$ cat src/common/core_macros.svh
`ifndef CORE_MACROS_SVH
`define CORE_MACROS_SVH

// Instruction field selects, applied directly after the word.
`define FIELD_COND   [31:28]
`define FIELD_OPCODE [24:21]
`define FIELD_RN     [19:16]
`define FIELD_RD     [15:12]
`define FIELD_RS     [11:8]
`define FIELD_RM     [3:0]
`define FIELD_LIST   [15:0]
`define FIELD_OFF12  [11:0]
`define FIELD_OFF24  [23:0]

`define COND_EQ 4'b0000
`define COND_NE 4'b0001
`define COND_CS 4'b0010
`define COND_CC 4'b0011
`define COND_MI 4'b0100
`define COND_PL 4'b0101
`define COND_VS 4'b0110
`define COND_VC 4'b0111
`define COND_HI 4'b1000
`define COND_LS 4'b1001
`define COND_GE 4'b1010
`define COND_LT 4'b1011
`define COND_GT 4'b1100
`define COND_LE 4'b1101
`define COND_AL 4'b1110
`define COND_NV 4'b1111

`endif

$ cat src/common/core_pkg.sv
package core_pkg;

	typedef logic [31:0] word;
	typedef logic [3:0]  reg_num;
	typedef logic [15:0] reg_list;
	typedef logic [3:0]  alu_op;
	typedef logic [3:0]  list_index; // Position of a register within a multiple transfer.

	typedef struct packed {
		logic n;
		logic z;
		logic c;
		logic v;
	} psr_flags;

	typedef struct packed {
		logic       is_imm;
		logic       shift_by_reg;
		logic [1:0] shift;
		logic [4:0] shift_imm;
		reg_num     rs;
		reg_num     rm;
		logic [7:0] imm8;
		logic [3:0] rotate; // The immediate rotates right by twice this value.
	} shifter_op;

	typedef struct packed {
		alu_op     op;
		reg_num    rn;
		reg_num    rd;
		logic      writeback;
		logic      update_flags;
		shifter_op snd;
	} data_decode;

	typedef struct packed {
		logic        load;
		logic        pre_index;
		logic        increment;
		logic        writeback_base;
		logic        multiple;
		logic        byte_xfer;
		reg_num      rn;
		reg_num      rd;
		reg_list     regs;
		logic [11:0] off_imm;
	} ldst_decode;

	typedef struct packed {
		logic        link;
		logic [23:0] offset; // Word offset, sign extended by execute.
	} branch_decode;

	typedef struct packed {
		logic execute;
		logic undefined;
		logic conditional;
		logic branch;
		logic ldst;
		logic data;
	} ctrl_decode;

	typedef struct packed {
		ctrl_decode   ctrl;
		data_decode   data;
		ldst_decode   ldst;
		branch_decode branch;
	} insn_decode;

	typedef struct packed {
		insn_decode dec;
		reg_num     xfer_reg;
		list_index  xfer_index;
		logic       first;
		logic       last;
	} micro_op;

	typedef enum logic [1:0] {
		IDLE,
		ISSUE,
		MULTI
	} issue_state;

endpackage

$ cat src/core/decode/core_decode.sv
`timescale 1ns/1ps
`include "core_macros.svh"

module core_decode
	import core_pkg::*;
(
	input  word        insn,
	input  psr_flags   flags,

	output insn_decode dec
);

	logic cond_execute, cond_undefined, cond_conditional;

	core_decode_conds conds
	(
		.cond(insn `FIELD_COND),
		.flags(flags),
		.execute(cond_execute),
		.undefined(cond_undefined),
		.conditional(cond_conditional)
	);

	data_decode data;
	logic data_undefined;

	core_decode_data group_data
	(
		.insn(insn),
		.decode(data),
		.undefined(data_undefined)
	);

	ldst_decode ldst;
	branch_decode branch;
	logic is_ldst, is_branch, ldst_undefined;

	core_decode_ldst group_ldst
	(
		.insn(insn),
		.ldst(ldst),
		.branch(branch),
		.is_ldst(is_ldst),
		.is_branch(is_branch),
		.undefined(ldst_undefined)
	);

	logic is_data, claimed, group_undefined, undefined;

	assign is_data = insn[27:26] == 2'b00;
	assign claimed = is_data || is_ldst || is_branch; // Coprocessor space falls through.

	always_comb begin
		group_undefined = 1'b0;
		if (is_data)
			group_undefined = data_undefined;
		else if (is_ldst || is_branch)
			group_undefined = ldst_undefined;
	end

	assign undefined = cond_undefined || !claimed || group_undefined;

	// An undefined word never executes, whatever its condition.
	assign dec.ctrl.execute = cond_execute && !undefined;
	assign dec.ctrl.undefined = undefined;
	assign dec.ctrl.conditional = cond_conditional;
	assign dec.ctrl.branch = is_branch;
	assign dec.ctrl.ldst = is_ldst;
	assign dec.ctrl.data = is_data;

	assign dec.data = is_data ? data : '0;
	assign dec.ldst = is_ldst ? ldst : '0;
	assign dec.branch = is_branch ? branch : '0;

endmodule

$ cat src/core/decode/core_decode_conds.sv
`timescale 1ns/1ps
`include "core_macros.svh"

module core_decode_conds
	import core_pkg::*;
(
	input  logic [3:0] cond,
	input  psr_flags   flags,

	output logic       execute,
	output logic       undefined,
	output logic       conditional
);

	always_comb begin
		execute = 1'b0;
		undefined = 1'b0;
		conditional = 1'b1;

		case (cond)
			`COND_EQ: execute = flags.z;
			`COND_NE: execute = !flags.z;
			`COND_CS: execute = flags.c;
			`COND_CC: execute = !flags.c;
			`COND_MI: execute = flags.n;
			`COND_PL: execute = !flags.n;
			`COND_VS: execute = flags.v;
			`COND_VC: execute = !flags.v;
			`COND_HI: execute = flags.c && !flags.z;
			`COND_LS: execute = !flags.c || flags.z;
			`COND_GE: execute = flags.n == flags.v;
			`COND_LT: execute = flags.n != flags.v;
			`COND_GT: execute = !flags.z && (flags.n == flags.v);
			`COND_LE: execute = flags.z || (flags.n != flags.v);
			`COND_AL: begin
				execute = 1'b1;
				conditional = 1'b0;
			end
			`COND_NV: begin
				undefined = 1'b1; // Reserved on this architecture.
				conditional = 1'b0;
			end
		endcase
	end

endmodule

$ cat src/core/decode/core_decode_data.sv
`timescale 1ns/1ps
`include "core_macros.svh"

module core_decode_data
	import core_pkg::*;
(
	input  word        insn,

	output data_decode decode,
	output logic       undefined
);

	alu_op op;
	logic is_test, set_flags, is_imm, mul_space;

	assign op = insn `FIELD_OPCODE;
	assign set_flags = insn[20];
	assign is_imm = insn[25];

	// TST, TEQ, CMP and CMN only touch the flags.
	assign is_test = op[3:2] == 2'b10;

	// Bits 7 and 4 both set select multiply, swap and halfword encodings.
	assign mul_space = !is_imm && insn[7] && insn[4];

	assign decode.op = op;
	assign decode.rn = insn `FIELD_RN;
	assign decode.rd = insn `FIELD_RD;
	assign decode.writeback = !is_test;
	assign decode.update_flags = set_flags;

	assign decode.snd.is_imm = is_imm;
	assign decode.snd.shift_by_reg = !is_imm && insn[4];
	assign decode.snd.shift = insn[6:5];
	assign decode.snd.shift_imm = insn[11:7];
	assign decode.snd.rs = insn `FIELD_RS;
	assign decode.snd.rm = insn `FIELD_RM;
	assign decode.snd.imm8 = insn[7:0];
	assign decode.snd.rotate = insn[11:8];

	// A test without S is where MRS and MSR live.
	assign undefined = (is_test && !set_flags) || mul_space;

endmodule

$ cat src/core/decode/core_decode_ldst.sv
`timescale 1ns/1ps
`include "core_macros.svh"

module core_decode_ldst
	import core_pkg::*;
(
	input  word          insn,

	output ldst_decode   ldst,
	output branch_decode branch,
	output logic         is_ldst,
	output logic         is_branch,
	output logic         undefined
);

	logic single, multiple, reg_offset;
	reg_list regs;

	assign single = insn[27:26] == 2'b01;
	assign multiple = insn[27:25] == 3'b100;
	assign reg_offset = single && insn[25];
	assign regs = insn `FIELD_LIST;

	assign is_ldst = single || multiple;
	assign is_branch = insn[27:25] == 3'b101;

	assign ldst.load = insn[20];
	assign ldst.pre_index = insn[24];
	assign ldst.increment = insn[23];
	assign ldst.multiple = multiple;
	assign ldst.byte_xfer = single && insn[22];
	assign ldst.rn = insn `FIELD_RN;

	// Post-indexed single transfers always update the base.
	assign ldst.writeback_base = multiple ? insn[21] : (!insn[24] || insn[21]);

	always_comb begin
		ldst.rd = insn `FIELD_RD;
		ldst.regs = '0;
		ldst.off_imm = insn `FIELD_OFF12;
		if (multiple) begin
			ldst.rd = '0;
			ldst.regs = regs;
			ldst.off_imm = '0;
		end
	end

	assign branch.link = insn[24];
	assign branch.offset = insn `FIELD_OFF24;

	assign undefined = (multiple && regs == '0) || reg_offset;

endmodule

$ cat src/core_decode_stage.sv
`timescale 1ns/1ps

module core_decode_stage
	import core_pkg::*;
(
	input  logic     clk,
	input  logic     reset,

	input  word      insn,
	input  psr_flags flags,
	input  logic     insn_valid,
	output logic     insn_ready,

	output micro_op  uop,
	output logic     uop_valid,
	input  logic     uop_ready
);

	insn_decode dec;
	reg_list list;
	logic load, step, is_last;
	reg_num cur_reg;
	list_index cur_index;

	core_decode decode
	(
		.insn(insn),
		.flags(flags),
		.dec(dec)
	);

	core_issue_seq seq
	(
		.*
	);

	core_reglist_counter walker
	(
		.*
	);

endmodule

$ cat src/core_issue_seq.sv
`timescale 1ns/1ps

module core_issue_seq
	import core_pkg::*;
(
	input  logic       clk,
	input  logic       reset,

	input  logic       insn_valid,
	output logic       insn_ready,
	input  insn_decode dec,

	output micro_op    uop,
	output logic       uop_valid,
	input  logic       uop_ready,

	output reg_list    list,
	output logic       load,
	output logic       step,
	input  reg_num     cur_reg,
	input  list_index  cur_index,
	input  logic       is_last
);

	issue_state state;
	insn_decode rec;
	logic take, done, go_multi;

	assign uop_valid = state != IDLE;
	assign done = uop_valid && uop_ready && uop.last;
	assign insn_ready = state == IDLE || done;
	assign take = insn_valid && insn_ready;

	// Execute is already low for undefined words, so an empty list never gets here.
	assign go_multi = dec.ctrl.execute && dec.ctrl.ldst && dec.ldst.multiple;

	assign list = dec.ldst.regs;
	assign load = take;
	assign step = state == MULTI && uop_ready;

	always_ff @(posedge clk) begin
		if (reset)
			state <= IDLE;
		else if (take)
			state <= go_multi ? MULTI : ISSUE;
		else if (done)
			state <= IDLE;
	end

	always_ff @(posedge clk)
		if (take)
			rec <= dec;

	always_comb begin
		uop.dec = rec;
		uop.xfer_reg = rec.ldst.rd;
		uop.xfer_index = '0;
		uop.first = 1'b1;
		uop.last = 1'b1;
		if (state == MULTI) begin
			uop.xfer_reg = cur_reg;
			uop.xfer_index = cur_index;
			uop.first = cur_index == '0;
			uop.last = is_last;
		end
	end

endmodule

$ cat src/core_reglist_counter.sv
`timescale 1ns/1ps

module core_reglist_counter
	import core_pkg::*;
(
	input  logic      clk,
	input  logic      reset,

	input  reg_list   list,
	input  logic      load,
	input  logic      step,

	output reg_num    cur_reg,
	output list_index cur_index,
	output logic      is_last
);

	reg_list remaining;
	list_index index;

	// Lowest set bit wins.
	always_comb begin
		cur_reg = '0;
		for (int i = 15; i >= 0; i--)
			if (remaining[i])
				cur_reg = reg_num'(i);
	end

	assign cur_index = index;
	assign is_last = (remaining & (remaining - 16'd1)) == '0; // At most one bit left.

	always_ff @(posedge clk) begin
		if (reset) begin
			remaining <= '0;
			index <= '0;
		end else if (load) begin
			remaining <= list;
			index <= '0;
		end else if (step) begin
			remaining <= remaining & (remaining - 16'd1);
			index <= index + 4'd1;
		end
	end

endmodule
$ cat config.mk
export PLATFORM = sky130hd
export DESIGN_NAME = core_decode_stage
export DESIGN_NICKNAME = d
export VERILOG_FILES = /design/src/common/core_pkg.sv /design/src/core/decode/core_decode.sv /design/src/core/decode/core_decode_conds.sv /design/src/core/decode/core_decode_data.sv /design/src/core/decode/core_decode_ldst.sv /design/src/core_decode_stage.sv /design/src/core_issue_seq.sv /design/src/core_reglist_counter.sv
export VERILOG_INCLUDE_DIRS = /design/src /design/src/common
export SDC_FILE = /design/constraint.sdc
export NUM_CORES = 1
export LEC_CHECK = 0
export BUFFER_PORTS_ARGS = -buffer_cell sky130_fd_sc_hd__buf_4
export CAP_MARGIN = 0
export CORE_ASPECT_RATIO = 0.5
export CORE_UTILIZATION = 50
export CTS_BUF_LIST = sky130_fd_sc_hd__clkbuf_8
export DETAILED_ROUTE_END_ITERATION = 12
export GPL_TIMING_DRIVEN = 0
export PLACE_DENSITY = 0.78
export REMOVE_ABC_BUFFERS = 1
export SLEW_MARGIN = 20
export SYNTH_ARGS = -nofsm -noshare
export SYNTH_HDL_FRONTEND = slang
export SYNTH_SLANG_ARGS = --single-unit
$ cat constraint.sdc
create_clock -name clk -period 6.6 [get_ports clk]
set_clock_uncertainty 0.15 [all_clocks]
set_input_delay 0.99 -clock clk [delete_from_list [all_inputs] [get_ports clk]]
set_output_delay 0.99 -clock clk [all_outputs]
set_load 0.02 [all_outputs]
==> flow_metrics.tcl <==
set metrics [dict create \
    drc 0 \
    p_leak_nw 3.04 \
    port-buffer-count 167 \
    grt_usage_pct 23.9 \
    setup_slack_ps 2870 \
    clk_latency_ps 430 \
    cp-end-kind "primary output" \
    clk_pin_slew_ps 70 \
    relSlewSlack_pct 35.7 \
    syn_area_um2 5560 \
    synthFlopType "edfxtp_1" \
    core_um2 10500 \
    design_area_um2 7320 \
    die_h_um 76.6 \
    async_reset_ff_share_pct 0 \
    grt_max_degree 71 \
    p_total_mw 2.00 \
    cts-resized-gates 0 \
    ys_types 56 \
    crit_type "reg2out" \
    die_w_um 151 \
    post-route-period-util_pct 56.4 \
    ys_seq_elements 123 \
    holdWs_ps 351 \
    dp_slack_ps 3320 \
    ant_nets 0 \
    cap_violations 0 \
    antenna_found_initial 1 \
    crit_fanout 10 \
    cp_top_family "simple AND/OR/NAND/NOR gates" \
    place_area_um2 6880 \
    cp_slowest_cell "nor4_4" \
    cts_hold_buf 0 \
    cp-start-kind "flop" \
    tightest_slew_ps 964 \
    first_iter_violations 351 \
    slew_viol_final 0 \
    ir_drop_v 0.000136 \
    vias 4055 \
    rsz0062_at_grt "no" \
    yosys_warnings 0 \
    syn_inst 459 \
    gp_congestion 0.861 \
    required_ps 5460 \
    syn_area_per_cell_um2 12.1 \
    areaGrowthSynthToFinish_pct 31.6 \
    grt_pass1_wl_um 20500 \
    status "complete, no violations" \
    viasPerCell 5.29 \
    cts_tree "done" \
    routed_wirelength_um 13000 \
    wl_per_cell_um 17.0 \
    seq_area_frac_synth_pct 62.4 \
    path_buf_inv 1 \
    cts_buffers 17 \
    firstDrtPassIters 5 \
    die_area_um2 11600 \
    period_needed_ps 3730 \
    fin_tns_setup_ps 0 \
    num_rows 26 \
    max_clock_freq_mhz 268 \
    r2r_slack_ps 3290 \
    hold_violations 0 \
    synth_edf_count 101 \
    post-cts-setup-buffers 0 \
    htree_levels 4 \
    clock_path_buffers 2 \
    max_stage_delay_ps 520 \
    hpwl_um 9020 \
    io_pins 168 \
    start_util_pct 52.9 \
    cts.sinks 123 \
    hp-class "reg2reg" \
    critPathArrivalTime_ps 2590 \
    nets 654 \
    p_per_area_nw_per_um2 273 \
    cts-root-buf "clkbuf_8" \
    drive_gt1_share_pct 34.6 \
    gr-total-overflow 0 \
    grt_pass1_vias 3874 \
    setup_viol 0 \
    crit_chain "nor4_4, nand3_2, a22o_1, nor4_2, a21oi_1, o21ai_0, buf_4" \
]
## area by class of cell
class	instances	area (um2)
fill	761	3190
clock inverter	15	200
multi-input combinational	286	1840
sequential	123	3470
inverter	12	50.0
timing repair buffer	172	1340
clock buffer	17	234
tap	140	175
antenna	1	2.50
## registers in the layout, summed over array words and instances (netlist names)
register,count
seq.uop,101
walker.cur_index,4
seq.state,2
walker.remaining,16
## synth_stat cells, types with 3 or more instances
master / count / area, um2
nand3_1: 12 / 60.1
nand2_1: 40 / 150
edfxtp_1: 101 / 3030
a21oi_1: 12 / 60.1
mux2i_1: 16 / 160
xnor2_1: 3 / 26.3
nor2_1: 21 / 78.8
buf_4: 16 / 120
clkbuf_1: 18 / 67.6
nor3b_1: 3 / 22.5
o211ai_1: 8 / 60.1
or3_1: 3 / 18.8
o311ai_0: 4 / 35.0
nor2b_1: 10 / 62.6
o21ai_0: 8 / 40.0
nor3_1: 8 / 40.0
xor2_1: 3 / 26.3
and2_1: 85 / 532
nor4_1: 6 / 37.5
nand4_1: 3 / 18.8
dfxtp_1: 22 / 440
inv_1: 11 / 41.3
## logic make-up after synthesis
kind of cell,Yosys count,synth area share (%)
AOI/OAI and AO/OA,54,6.91
muxes,17,3.08
adders and majority gates,3,0.630
and+or+nand+nor,206,21.1
DFF,123,62.4
buffers and inverters,50,4.95
xor gates and xnor gates,6,0.945
## final timing paths
kind	from	end	cells after the start
max	walker.remaining[0]$_SDFFE_PP0P_	insn_ready	7
min	seq.state[1]$_SDFFE_PP0P_	seq.state[1]$_SDFFE_PP0P_	2
max reg2reg	walker.remaining[0]$_SDFFE_PP0P_	seq.uop[107]$_SDFFCE_PN0P_	8
min reg2reg	seq.state[1]$_SDFFE_PP0P_	seq.state[1]$_SDFFE_PP0P_	2
## through the flow
stage	util [%]	cells
floorplan	-	421
global route	69.7	766
global placement	64.3	728
CTS	69.6	765
detailed placement	65.5	733
finish	69.7	766
## where the power goes
| group | internal, mW | total [mW] | switching [mW] |
|---|---|---|---|
| Clock | 0.410 | 0.719 | 0.309 |
| Sequential | 0.912 | 0.937 | 0.0249 |
| Combinational | 0.140 | 0.344 | 0.204 |
## per-layer routing
metal | vias to the layer above | GRT usage, % | wire [um]
met4 | 0 | 8.70 | 100
li1 | 1942 | - | -
met2 | 133 | 38.3 | 6320
met1 | 1971 | 31.7 | 5900
met3 | 9 | 5.39 | 725
met5 | - | 0 | 0
## worst register-to-register path, delay by kind of cell, from the launching register on
family,cells,cell delay [ps]
compound gates,2,540
flops,1,410
simple gates,4,1190
buf+inv,2,620
## cell usage in the layout, fill, tap and decap left out, types with 6 or more instances in the layout
cell	n
buf_4	168
edfxtp_1	101
and2_1	85
nand2_1	40
dfxtp_1	22
nor2_1	20
clkbuf_8	17
mux2i_1	16
a21oi_1	12
nand3_1	12
inv_1	10
nor2b_1	9
nor3_1	8
o21ai_0	8
o211ai_1	8
nor4_1	6
Note: power is estimated with default switching activity, not from simulation.
